### config.mk
export PLATFORM = sky130hd
export DESIGN_NAME = axis_frame_buffer_top
export DESIGN_NICKNAME = d
export VERILOG_FILES = /design/src/hw/wb_csr_pkg.sv /design/src/hw/axis_cfg_pkg.sv /design/src/hw/axis_frame_buffer_top.sv /design/src/hw/wb_csr_fsm.sv /design/src/hw/frame_stat_counters.sv /design/src/hw/axis_frame_fifo.sv
export SDC_FILE = /design/constraint.sdc
export NUM_CORES = 1
export LEC_CHECK = 0
export BUFFER_PORTS_ARGS = -buffer_cell sky130_fd_sc_hd__buf_2
export CORE_ASPECT_RATIO = 1.5
export CORE_MARGIN = 8
export CORE_UTILIZATION = 50
export CTS_CLUSTER_DIAMETER = 150
export DETAILED_ROUTE_END_ITERATION = 10
export PLACE_DENSITY = 0.67
export SLEW_MARGIN = 20
export SYNTH_ARGS = -nofsm -noshare
export SYNTH_HDL_FRONTEND = slang
export SYNTH_SLANG_ARGS = --single-unit
### constraint.sdc
create_clock -name clk -period 6.4 [get_ports clk]
set_clock_uncertainty 0.15 [all_clocks]
set_input_delay 0 -clock clk [delete_from_list [all_inputs] [get_ports clk]]
set_output_delay 0 -clock clk [all_outputs]
set_load 0.01 [all_outputs]
### src/hw/wb_csr_pkg.sv
`default_nettype none

package wb_csr_pkg;

  localparam int wb_adr_width = 2; // Word address.
  localparam int wb_dat_width = 16;

  typedef logic [wb_adr_width-1:0] wb_adr_t;
  typedef logic [wb_dat_width-1:0] wb_dat_t;

  // Register map.
  localparam wb_adr_t adr_ctrl = 2'd0;
  localparam wb_adr_t adr_good = 2'd1;
  localparam wb_adr_t adr_bad = 2'd2;
  localparam wb_adr_t adr_ovf = 2'd3;

  // Control register bits. The clear bit is write-only and reads as 0.
  localparam int ctrl_drop_bad_bit = 0;
  localparam int ctrl_clear_bit = 1;

endpackage

`default_nettype wire

### src/hw/axis_cfg_pkg.sv
`default_nettype none

package axis_cfg_pkg;

  localparam int data_width = 8;
  localparam int fifo_addr_width = 4; // 16 entries by default.
  localparam int user_width = 1;
  localparam int cnt_width = 16;

  // One FIFO entry carries tdata, tuser and tlast.
  localparam int entry_width = data_width + user_width + 1;

  // A last beat with this tuser value marks the frame as bad.
  localparam logic [user_width-1:0] user_bad_value = 1'b1;

  typedef logic [data_width-1:0] data_t;
  typedef logic [cnt_width-1:0] cnt_t;

endpackage

`default_nettype wire
### src/hw/axis_frame_buffer_top.sv
`timescale 1ns/1ns
`default_nettype none

module axis_frame_buffer_top (
  input  logic                clk,
  input  logic                rst,

  input  axis_cfg_pkg::data_t s_tdata,
  input  logic                s_tuser,
  input  logic                s_tlast,
  input  logic                s_tvalid,
  output logic                s_tready,

  output axis_cfg_pkg::data_t m_tdata,
  output logic                m_tuser,
  output logic                m_tlast,
  output logic                m_tvalid,
  input  logic                m_tready,

  input  logic                wb_cyc,
  input  logic                wb_stb,
  input  logic                wb_we,
  input  wb_csr_pkg::wb_adr_t wb_adr,
  input  wb_csr_pkg::wb_dat_t wb_dat_w,
  output wb_csr_pkg::wb_dat_t wb_dat_r,
  output logic                wb_ack
);
  import axis_cfg_pkg::*;

  logic status_good;
  logic status_bad;
  logic status_overflow;
  logic drop_bad; // Level from the control register.
  logic clear;    // Single-cycle pulse.
  cnt_t good_count;
  cnt_t bad_count;
  cnt_t ovf_count;

  axis_frame_fifo #(
    .addr_width(fifo_addr_width)
  ) i_fifo (
    .clk(clk),
    .rst(rst),
    .s_tdata(s_tdata),
    .s_tuser(s_tuser),
    .s_tlast(s_tlast),
    .s_tvalid(s_tvalid),
    .s_tready(s_tready),
    .m_tdata(m_tdata),
    .m_tuser(m_tuser),
    .m_tlast(m_tlast),
    .m_tvalid(m_tvalid),
    .m_tready(m_tready),
    .drop_bad(drop_bad),
    .status_good(status_good),
    .status_bad(status_bad),
    .status_overflow(status_overflow)
  );

  frame_stat_counters i_stats (
    .clk(clk),
    .rst(rst),
    .clear(clear),
    .status_good(status_good),
    .status_bad(status_bad),
    .status_overflow(status_overflow),
    .good_count(good_count),
    .bad_count(bad_count),
    .ovf_count(ovf_count)
  );

  wb_csr_fsm i_csr (
    .clk(clk),
    .rst(rst),
    .wb_cyc(wb_cyc),
    .wb_stb(wb_stb),
    .wb_we(wb_we),
    .wb_adr(wb_adr),
    .wb_dat_w(wb_dat_w),
    .wb_dat_r(wb_dat_r),
    .wb_ack(wb_ack),
    .good_count(good_count),
    .bad_count(bad_count),
    .ovf_count(ovf_count),
    .drop_bad(drop_bad),
    .clear(clear)
  );

endmodule

`default_nettype wire

### src/hw/wb_csr_fsm.sv
`timescale 1ns/1ns
`default_nettype none

module wb_csr_fsm (
  input  logic                 clk,
  input  logic                 rst,

  input  logic                 wb_cyc,
  input  logic                 wb_stb,
  input  logic                 wb_we,
  input  wb_csr_pkg::wb_adr_t  wb_adr,
  input  wb_csr_pkg::wb_dat_t  wb_dat_w,
  output wb_csr_pkg::wb_dat_t  wb_dat_r,
  output logic                 wb_ack,

  input  axis_cfg_pkg::cnt_t   good_count,
  input  axis_cfg_pkg::cnt_t   bad_count,
  input  axis_cfg_pkg::cnt_t   ovf_count,
  output logic                 drop_bad,
  output logic                 clear
);
  import wb_csr_pkg::*;

  typedef enum logic {
    st_idle,
    st_ack
  } state_t;

  state_t  state_q;
  logic    drop_bad_q;
  logic    clear_q;
  wb_dat_t rd_data;
  wb_dat_t dat_r_q;
  logic    access;

  assign access = (state_q == st_idle) && wb_cyc && wb_stb;

  always_comb begin
    rd_data = '0;
    case (wb_adr)
      adr_ctrl: rd_data[ctrl_drop_bad_bit] = drop_bad_q; // Clear bit stays 0.
      adr_good: rd_data = good_count;
      adr_bad:  rd_data = bad_count;
      adr_ovf:  rd_data = ovf_count;
      default:  rd_data = '0;
    endcase
  end

  always_ff @(posedge clk) begin
    if (rst) begin
      state_q <= st_idle;
      drop_bad_q <= 1'b0;
      clear_q <= 1'b0;
    end else begin
      clear_q <= 1'b0;
      case (state_q)
        st_idle: begin
          if (access) begin
            state_q <= st_ack;
            if (wb_we && (wb_adr == adr_ctrl)) begin
              drop_bad_q <= wb_dat_w[ctrl_drop_bad_bit];
              clear_q <= wb_dat_w[ctrl_clear_bit];
            end
          end
        end
        default: state_q <= st_idle; // One idle cycle between accesses.
      endcase
    end
  end

  // Read data is captured on the same edge that raises ack.
  always_ff @(posedge clk) begin
    if (access) begin
      dat_r_q <= rd_data;
    end
  end

  assign wb_ack = (state_q == st_ack);
  assign wb_dat_r = dat_r_q;
  assign drop_bad = drop_bad_q;
  assign clear = clear_q;

endmodule

`default_nettype wire

### src/hw/frame_stat_counters.sv
`timescale 1ns/1ns
`default_nettype none

module frame_stat_counters (
  input  logic               clk,
  input  logic               rst,
  input  logic               clear,
  input  logic               status_good,
  input  logic               status_bad,
  input  logic               status_overflow,
  output axis_cfg_pkg::cnt_t good_count,
  output axis_cfg_pkg::cnt_t bad_count,
  output axis_cfg_pkg::cnt_t ovf_count
);
  import axis_cfg_pkg::*;

  cnt_t good_q;
  cnt_t bad_q;
  cnt_t ovf_q;

  // Counts up on a pulse and sticks at all ones.
  function automatic cnt_t sat_inc(input cnt_t value, input logic pulse);
    cnt_t result;
    result = value;
    if (pulse && (value != '1)) begin
      result = value + 1'b1;
    end
    return result;
  endfunction

  always_ff @(posedge clk) begin
    if (rst || clear) begin // Clear wins over a pulse in the same cycle.
      good_q <= '0;
      bad_q <= '0;
      ovf_q <= '0;
    end else begin
      good_q <= sat_inc(good_q, status_good);
      bad_q <= sat_inc(bad_q, status_bad);
      ovf_q <= sat_inc(ovf_q, status_overflow);
    end
  end

  assign good_count = good_q;
  assign bad_count = bad_q;
  assign ovf_count = ovf_q;

endmodule

`default_nettype wire

### src/hw/axis_frame_fifo.sv
`timescale 1ns/1ns
`default_nettype none

module axis_frame_fifo #(
  parameter int addr_width = axis_cfg_pkg::fifo_addr_width
) (
  input  logic                clk,
  input  logic                rst,

  input  axis_cfg_pkg::data_t s_tdata,
  input  logic                s_tuser,
  input  logic                s_tlast,
  input  logic                s_tvalid,
  output logic                s_tready,

  output axis_cfg_pkg::data_t m_tdata,
  output logic                m_tuser,
  output logic                m_tlast,
  output logic                m_tvalid,
  input  logic                m_tready,

  input  logic                drop_bad,
  output logic                status_good,
  output logic                status_bad,
  output logic                status_overflow
);
  import axis_cfg_pkg::*;

  typedef logic [addr_width:0] ptr_t;

  logic [entry_width-1:0] mem [2**addr_width];

  ptr_t wr_ptr_q;        // End of the last committed frame.
  ptr_t wr_ptr_cur_q;    // Next free slot of the frame being written.
  ptr_t wr_ptr_commit_q; // Committed pointer as seen by the read side.
  ptr_t rd_ptr_q;
  ptr_t wr_ptr_next;
  ptr_t wr_ptr_cur_next;

  logic drop_frame_q;
  logic drop_frame_next;
  logic good_q;
  logic good_next;
  logic bad_q;
  logic bad_next;
  logic ovf_q;
  logic ovf_next;

  logic write;
  logic read;
  logic store_output;
  logic full_cur;
  logic empty;
  logic frame_bad;

  logic [entry_width-1:0] mem_data_q;
  logic                   mem_valid_q;
  logic                   mem_valid_next;
  logic [entry_width-1:0] out_data_q;
  logic                   out_valid_q;

  // A frame that runs into a full FIFO is consumed and thrown away, so the input
  // never has to stall.
  assign s_tready = 1'b1;

  // No room for another beat of the current frame.
  assign full_cur = (wr_ptr_cur_q[addr_width] != rd_ptr_q[addr_width]) &&
                    (wr_ptr_cur_q[addr_width-1:0] == rd_ptr_q[addr_width-1:0]);
  assign empty = (wr_ptr_commit_q == rd_ptr_q);
  assign frame_bad = drop_bad && (s_tuser == user_bad_value);

  always_comb begin
    write = 1'b0;
    wr_ptr_next = wr_ptr_q;
    wr_ptr_cur_next = wr_ptr_cur_q;
    drop_frame_next = drop_frame_q;
    good_next = 1'b0;
    bad_next = 1'b0;
    ovf_next = 1'b0;
    if (s_tvalid && s_tready) begin
      if (full_cur || drop_frame_q) begin
        drop_frame_next = 1'b1;
        if (s_tlast) begin
          wr_ptr_cur_next = wr_ptr_q; // Roll back to the last committed frame.
          drop_frame_next = 1'b0;
          ovf_next = 1'b1;
        end
      end else begin
        write = 1'b1;
        wr_ptr_cur_next = wr_ptr_cur_q + 1'b1;
        if (s_tlast) begin
          if (frame_bad) begin
            wr_ptr_cur_next = wr_ptr_q;
            bad_next = 1'b1;
          end else begin
            wr_ptr_next = wr_ptr_cur_q + 1'b1; // Commit the whole frame.
            good_next = 1'b1;
          end
        end
      end
    end
  end

  always_ff @(posedge clk) begin
    if (rst) begin
      wr_ptr_q <= '0;
      wr_ptr_cur_q <= '0;
      wr_ptr_commit_q <= '0;
      drop_frame_q <= 1'b0;
      good_q <= 1'b0;
      bad_q <= 1'b0;
      ovf_q <= 1'b0;
    end else begin
      wr_ptr_q <= wr_ptr_next;
      wr_ptr_cur_q <= wr_ptr_cur_next;
      wr_ptr_commit_q <= wr_ptr_q;
      drop_frame_q <= drop_frame_next;
      good_q <= good_next;
      bad_q <= bad_next;
      ovf_q <= ovf_next;
    end
  end

  always_ff @(posedge clk) begin
    if (write) begin
      mem[wr_ptr_cur_q[addr_width-1:0]] <= {s_tlast, s_tuser, s_tdata};
    end
  end

  // The output register loads whenever it is empty or its beat is taken.
  assign store_output = m_tready || !out_valid_q;

  always_comb begin
    read = 1'b0;
    mem_valid_next = mem_valid_q;
    if (store_output || !mem_valid_q) begin
      read = !empty;
      mem_valid_next = !empty;
    end
  end

  always_ff @(posedge clk) begin
    if (rst) begin
      rd_ptr_q <= '0;
      mem_valid_q <= 1'b0;
      out_valid_q <= 1'b0;
    end else begin
      if (read) begin
        rd_ptr_q <= rd_ptr_q + 1'b1;
      end
      mem_valid_q <= mem_valid_next;
      if (store_output) begin
        out_valid_q <= mem_valid_q;
      end
    end
  end

  always_ff @(posedge clk) begin
    if (read) begin
      mem_data_q <= mem[rd_ptr_q[addr_width-1:0]];
    end
    if (store_output) begin
      out_data_q <= mem_data_q;
    end
  end

  assign m_tdata = out_data_q[data_width-1:0];
  assign m_tuser = out_data_q[data_width +: user_width];
  assign m_tlast = out_data_q[entry_width-1];
  assign m_tvalid = out_valid_q;

  assign status_good = good_q;
  assign status_bad = bad_q;
  assign status_overflow = ovf_q;

endmodule

`default_nettype wire

==> results of run 1 <==
layout by cell type (no fill, tap or decap), drive strengths merged, types with 5 or more instances in the layout:
cell,netlist,layout
edfxtp,196,196
dfxtp,77,77
nor2,67,67
buf,14,55
mux4,41,41
nand2,30,30
clkbuf,29,30
a21oi,29,29
dlygate4sd3,0,24
xor2,24,24
xnor2,22,22
nand3,22,22
nor3,22,22
mux2i,18,18
nor2b,17,17
a211oi,17,17
nand4,16,16
mux2,15,15
a22o,15,15
and3,14,14
inv,12,13
o21ai,11,11
o211ai,9,9
clkinv,0,9
ha,8,8
nor4,6,6
o21a,5,5
a31oi,5,5
synthesized netlist by cell type, types with 12 or more instances:
cell | instances | area share [%]
edfxtp_1 | 196 | 52
dfxtp_1 | 77 | 14
nor2_1 | 66 | 2.2
mux4_2 | 41 | 8.1
nand2_1 | 30 | 0.99
clkbuf_1 | 29 | 0.96
a21oi_1 | 27 | 1.2
nand3_1 | 22 | 0.97
xnor2_1 | 22 | 1.7
xor2_1 | 21 | 1.6
nor3_1 | 19 | 0.84
mux2i_1 | 18 | 1.6
a211oi_1 | 17 | 1.1
nor2b_1 | 17 | 0.93
nand4_1 | 16 | 0.88
a22o_1 | 15 | 1.2
mux2_2 | 15 | 1.5
and3_1 | 14 | 0.77
inv_1 | 12 | 0.40
worst paths after layout:
check                                   from                              to
min                                wb_adr[0]     i_csr.wb_dat_r[1]$_DFFE_PP_
max          i_fifo.rd_ptr_q[1]$_SDFFE_PP0P_     i_fifo.mem[12][5]$_DFFE_PP_
max reg2reg  i_fifo.rd_ptr_q[1]$_SDFFE_PP0P_     i_fifo.mem[12][5]$_DFFE_PP_
min reg2reg   i_fifo.mem_data_q[6]$_DFFE_PP_  i_fifo.out_data_q[6]$_DFFE_PP_
stage by stage:
step                hold slack (ns)  cells  worst slack (ns)
floorplan                   -0.0511    779              3.87
global placement             0.0815   1067              2.99
detailed placement           0.0894   1067              2.88
CTS                          0.0448   1138              2.83
global route                 0.0692   1138              2.64
finish                       0.0496   1138              2.86
per-layer routing:
metal | global-route usage, % | vias up
met3 | 2.52 | 66
met5 | 0 | -
li1 | - | 3122
met2 | 32.0 | 171
met1 | 19.1 | 3368
met4 | 10.5 | 0
worst min-delay path, cell delays in order:
cell and delay [ns]:
buf_2 0.23, mux2_2 0.28, a22o_1 0.11
final cells by class:
class / count / area (um2)
flip-flops and latches: 273 / 7430
well taps: 276 / 345
fillers: 1697 / 9470
inverters: 12 / 45.0
multi-input cells: 451 / 3710
clock inverters: 17 / 164
clock buffers: 30 / 687
repair buffers: 79 / 533
sequential cells by signal, summed over array words and instances (netlist names), 5 cells and up:
name and flops:
i_fifo.mem 160, i_csr.wb_dat_r 16, i_stats.bad_count 16, i_stats.good_count 16
i_stats.ovf_count 16, i_fifo.mem_data_q 10, i_fifo.out_data_q 10, i_fifo.rd_ptr_q 5
i_fifo.wr_ptr_commit_q 5, i_fifo.wr_ptr_cur_q 5, i_fifo.wr_ptr_q 5
kinds of logic (layout without fill, tap and decap cells):
group / after synthesis / after routing / synth area share [%]
xor gates and xnor gates: 46 / 46 / 3.74
AOI/OAI and AO/OA: 109 / 109 / 7.05
adders and majority gates: 8 / 8 / 0.880
muxes: 74 / 74 / 11.2
DFF: 273 / 273 / 65.3
other: 1 / 1 / 0.0329
buffers and inverters: 55 / 138 / 2.18
and+or+nand+nor: 213 / 213 / 9.69
report_power, final:
| part | switching [W] | leakage [nW] | internal (W) |
|---|---|---|---|
| logic | 0.000356 | 1.48 | 0.000307 |
| clock network | 0.000641 | 0.406 | 0.000889 |
| registers | 0.0000944 | 2.43 | 0.00204 |
==> impl_metrics.yaml, run 1 <==
final_layout:
  area_delta_synth_final_pct: 13.4
  nNetsFinal: 886
  layout-drive-gt1-share_pct: 19.5
  final_cell_area_mm2: 0.0129
  final_core_util_pct: 57.7
  antenna_cells: 0
critical_path:
  required_ns: 6.39
  crit_path_start_kind: "register"
  crit_slowest_cell: "dfxtp_2"
  cp_max_fo: 45
  worst-setup-path-type: "register to register"
  arrival_ns: 3.52
  r2r_cells: 5
  crit_chain: "xor2_1, nor2_2, a21oi_2, nand3_1, nor2_1"
  critPathCaptureType: "register"
  path_buf_inv: 0
  cp.depth: 5
  max_stage_delay_ns: 1.05
  r2r_slack_ns: 2.86
  critical_path.top_delay_family: "simple AND/OR/NAND/NOR gates"
routing:
  top_layer_used: "met4"
  wl_met1_um: 9250
  wirelength_um: 24500
  vias_per_cell: 5.91
  wl_met3_um: 949
  firstDrtPassIters: 7
  drt_iter0_markers: 399
  met2_length_um: 13000
  drc_errors: 0
  ant_nets: 0
  wire_per_inst_um: 21.5
  vias: 6727
grt:
  grt_overflow: 0
  grt_start_max_net_pins: 46
  antenna_found_initial: 0
  grt_pass1_wl_um: 38700
  grt_util_all_layers_pct: 17.6
  grt_pass1_vias: 7171
floorplan:
  initial_core_util_pct: 50.8
  core_area_mm2: 0.0224
  die_w_um: 139
  row_count: 67
  die_h_um: 201
  io-pin-count: 64
  dieArea_mm2: 0.0279
sta:
  worst_pin_slew_ns: 1.09
  maxSlewViolCount: 0
  fmax_mhz: 283
  hold_viol_final: 0
  relSlewSlack_pct: 27.5
  fin_crit_sh_pct: 55.3
  final-setup-viol-count: 0
  grt_setup_unrepaired: "false"
  fin_setup_tns_ns: 0
  min_period_ns: 3.54
power:
  power_per_cell_area_mw_per_mm2: 335
  ir_drop_uv: 237
  p_total_w: 0.00433
  cellLeakagePower_nw: 4.31
placement:
  portBuffers: 48
  place_area_mm2: 0.0118
  dpl.hpwl_um: 16500
  finalWeightedCongestion: 0.903
yosys:
  synth_cell_types: 60
  ys_seq_elements: 273
  synth_edf_count: 196
  synth.yosys.warnings: 0
  synth_seq_area_share_pct: 65.3
  synthArstFlopShare_pct: 0
  synth_area_per_cell_um2: 14.6
  synth_ff_type: "edfxtp_1"
  syn_area_mm2: 0.0114
  synth_nets: 822
  syn_inst: 779
cts:
  clkLatencyLatePin_ns: 0.53
  clkSinkCount: 273
  clk_pin_slew_ns: 0.07
  cts-resized-gates: 0
  cts_tree: "built"
  hold_buffers: 24
  cts-htree-levels: 1
  ctsLongestPathBuffers: 3
  root_buffer: "clkbuf_16"
  cts_inserted_buffers: 26
  post-cts-setup-buffers: 0
flow_run:
  cap_violations: 0
min_path:
  min_path_type: "input port to register"
  hold_depth: 3
status:
  status: "finished, final reports clean"
No activity file was read; power rests on OpenSTA's default activity.
==> run 2: changes to the inputs <==
--- a/config.mk
+++ b/config.mk
@@ -5,13 +5,14 @@
 export SDC_FILE = /design/constraint.sdc
 export NUM_CORES = 1
 export LEC_CHECK = 0
+export ABC_AREA = 1
 export BUFFER_PORTS_ARGS = -buffer_cell sky130_fd_sc_hd__buf_2
 export CORE_ASPECT_RATIO = 1.5
 export CORE_MARGIN = 8
 export CORE_UTILIZATION = 50
 export CTS_CLUSTER_DIAMETER = 150
 export DETAILED_ROUTE_END_ITERATION = 10
-export PLACE_DENSITY = 0.67
+export PLACE_DENSITY = 0.7
 export SLEW_MARGIN = 20
 export SYNTH_ARGS = -nofsm -noshare
 export SYNTH_HDL_FRONTEND = slang
==> constraint.sdc (replaced) <==
create_clock -name clk -period 3.15 [get_ports clk]
set_clock_uncertainty 0.15 [all_clocks]
set_input_delay 0 -clock clk [delete_from_list [all_inputs] [get_ports clk]]
set_output_delay 0 -clock clk [all_outputs]
set_load 0.01 [all_outputs]
==> run 2 against run 1 <==
Compared with the run above:
- clock power up 99%
- power grew 110%
- global-route usage grew 0.20 points
- critical path depth rose by 6
- hold slack better by 0.091 ns
- routed wire length rose by 5.8%
==> impl_metrics.yaml, run 2 <==
routing:
  wirelength_um: 25900
  drc_errors: 0
  firstDrtPassIters: 5
  vias: 8595
  vias_per_cell: 5.30
  wire_per_inst_um: 16.0
  drt_iter0_markers: 618
  ant_nets: 0
power:
  ir_drop_uv: 446
  power_per_cell_area_mw_per_mm2: 669
  cellLeakagePower_nw: 4.78
cts:
  hold_buffers: 24
  clk_pin_slew_ns: 0.06
  cts_tree: "built"
  cts-htree-levels: 1
  clkLatencyLatePin_ns: 0.53
  root_buffer: "clkbuf_16"
  cts_inserted_buffers: 26
  post-cts-setup-buffers: 0
  clkSinkCount: 273
  ctsLongestPathBuffers: 3
  cts-resized-gates: 0
yosys:
  synth.most_common_cell: "nand2_1"
  synth_nets: 1251
  synth_compound_area_share_pct: 10.2
  syn_area_mm2: 0.0120
  syn_inst: 1208
  synthTopCellsByArea: "edfxtp_1 (49%), dfxtp_1 (13%), nand2_1 (7.1%), nor2_1 (6.3%), o21ai_0 (3.4%)"
  synth_cell_types: 38
  ys_seq_elements: 273
  synth_area_per_cell_um2: 9.92
  synthMuxAreaShare_pct: 0
  ys_top_cells_by_count: "nand2_1 (226), nor2_1 (202), edfxtp_1 (196)"
  synthArstFlopShare_pct: 0
  synth-xor-area-share_pct: 2.48
  synth_top_family_by_area: "simple AND/OR/NAND/NOR gates"
  synth_ff_type: "edfxtp_1"
  synthSimpleGateAreaFrac_pct: 19.7
  synth.yosys.warnings: 0
  synth_seq_area_share_pct: 62.0
  netlist.area_leader.share_pct: 49.1
  synth_edf_count: 196
  yosysTopAreaCell: "edfxtp_1"
  synthAdderAreaFrac_pct: 0.835
critical_path:
  worst-setup-path-type: "input port to register"
  r2r_cells: 7
  reg2reg_from: "i_csr.wb_ack$_SDFF_PP0_"
  startpoint: "wb_cyc"
  max_stage_delay_ns: 0.58
  critPathCaptureType: "register"
  cp_max_fo: 17
  worstSetupEndpoint: "i_csr.drop_bad$_SDFFE_PP0P_"
  reg2reg_to: "i_csr.drop_bad$_SDFFE_PP0P_"
  critPathMostFrequentCell: "dlygate4sd3_1"
  crit_path_start_kind: "input port"
  crit_chain: "dlygate4sd3_1, buf_2, nand2_1, dlygate4sd3_1, nor2_1, buf_4, nand3_1, o21ai_0, dlygate4sd3_1, a21oi_1, dlygate4sd3_1"
  crit_slowest_cell: "dlygate4sd3_1"
  required_ns: 3.42
  arrival_ns: 3.04
  r2r_slack_ns: 0.73
final_layout:
  final_cell_area_mm2: 0.0137
  layout-drive-gt1-share_pct: 11.7
  largest_register_ff_count: 160
  area_delta_synth_final_pct: 14.0
  final_common_cell: "nand2_1"
  final-seq-area_mm2: 0.00743
  fill_cells: 2034
  multiInputGateArea_mm2: 0.00399
  mostFrequentLayoutCells: "nand2_1 (226), nor2_1 (202), edfxtp_1 (196)"
  nNetsFinal: 1328
  antenna_cells: 0
placement:
  dpl.hpwl_um: 17900
  finalWeightedCongestion: 0.907
  portBuffers: 48
  place_area_mm2: 0.0126
grt:
  grt_start_max_net_pins: 82
  antenna_found_initial: 0
  grt_util_all_layers_pct: 17.8
  grt_pass1_wl_um: 41700
  grt_overflow: 0
  grt_pass1_vias: 8393
status:
  status: "finished, final reports clean"
sta:
  worst_pin_slew_ns: 0.954
  grt_setup_unrepaired: "false"
  hold_slack_ns: 0.140
  hold_viol_final: 0
  relSlewSlack_pct: 36.1
  maxSlewViolCount: 0
  final-setup-viol-count: 0
  fin_crit_sh_pct: 88.0
  fmax_mhz: 361
  fin_setup_tns_ns: 0
  min_period_ns: 2.77
floorplan:
  die_h_um: 206
  row_count: 69
  initial_core_util_pct: 50.7
  die_w_um: 142
  io-pin-count: 64
  core_area_mm2: 0.0237
  dieArea_mm2: 0.0293
min_path:
  min_path_type: "input port to register"
flow_run:
  cap_violations: 0
[run 2: cell type report]
| cell class | instances | area share (%) |
|---|---|---|
| flip-flops and latches | 273 | 54.3 |
| clock buffers | 33 | 4.95 |
| repair buffers | 97 | 4.98 |
| multi-input cells | 796 | 29.2 |
| inverters | 91 | 2.50 |
| clock inverters | 13 | 1.13 |
| well taps | 319 | 2.92 |
[run 2: logic make-up after synthesis]
logic type	after synthesis
simple gates	557
flops	273
compound gates	196
buf+inv	139
xor+xnor	34
fa+ha+maj	8
other cells	1
[run 2: worst max-delay path, delay by kind of cell]
family,cells,cell delay (ns)
AOI/OAI and AO/OA,2,0.20
buffers and inverters,6,2.55
and+or+nand+nor,3,0.28
[run 2: routing by layer]
layer	part of all wire (%)	track usage, %	vias to the layer above
li1	-	-	4297
met1	38	18.6	4077
met2	55	34.7	169
met3	3.7	2.21	52
met4	3.6	7.77	0
met5	0	0	-
[run 2: stage by stage]
stage	total power (W)	util (%)	worst slack [ns]	instances
finish	0.00914	57.8	0.378	1622
global route	0.00961	57.8	0.204	1622
CTS	0.00923	57.8	0.420	1622
detailed placement	0.00617	53.3	0.874	1552
global placement	0.00614	53.3	0.907	1552
floorplan	0.00561	-	1.04	1208
[run 2: worst min-delay path by stage]
stage                startpoint                           to  cells after the start
CTS                   wb_adr[0]  i_csr.wb_dat_r[8]$_DFFE_PP_                      5
finish                wb_adr[0]  i_csr.wb_dat_r[8]$_DFFE_PP_                      5
floorplan            s_tdata[0]   i_fifo.mem[0][0]$_DFFE_PP_                      0
global placement    wb_dat_w[1]       i_csr.clear$_SDFF_PP0_                      3
detailed placement  wb_dat_w[1]       i_csr.clear$_SDFF_PP0_                      3
global route              wb_we       i_csr.clear$_SDFF_PP0_                      4
[run 2: report_power, final]
| part | switching, W | leakage [nW] | internal, W | total [W] |
|---|---|---|---|---|
| Sequential | 0.000134 | 2.43 | 0.00418 | 0.00431 |
| Clock | 0.00127 | 0.396 | 0.00177 | 0.00304 |
| Combinational | 0.00121 | 1.96 | 0.000584 | 0.00179 |
| Total | 0.00261 | 4.78 | 0.00653 | 0.00914 |
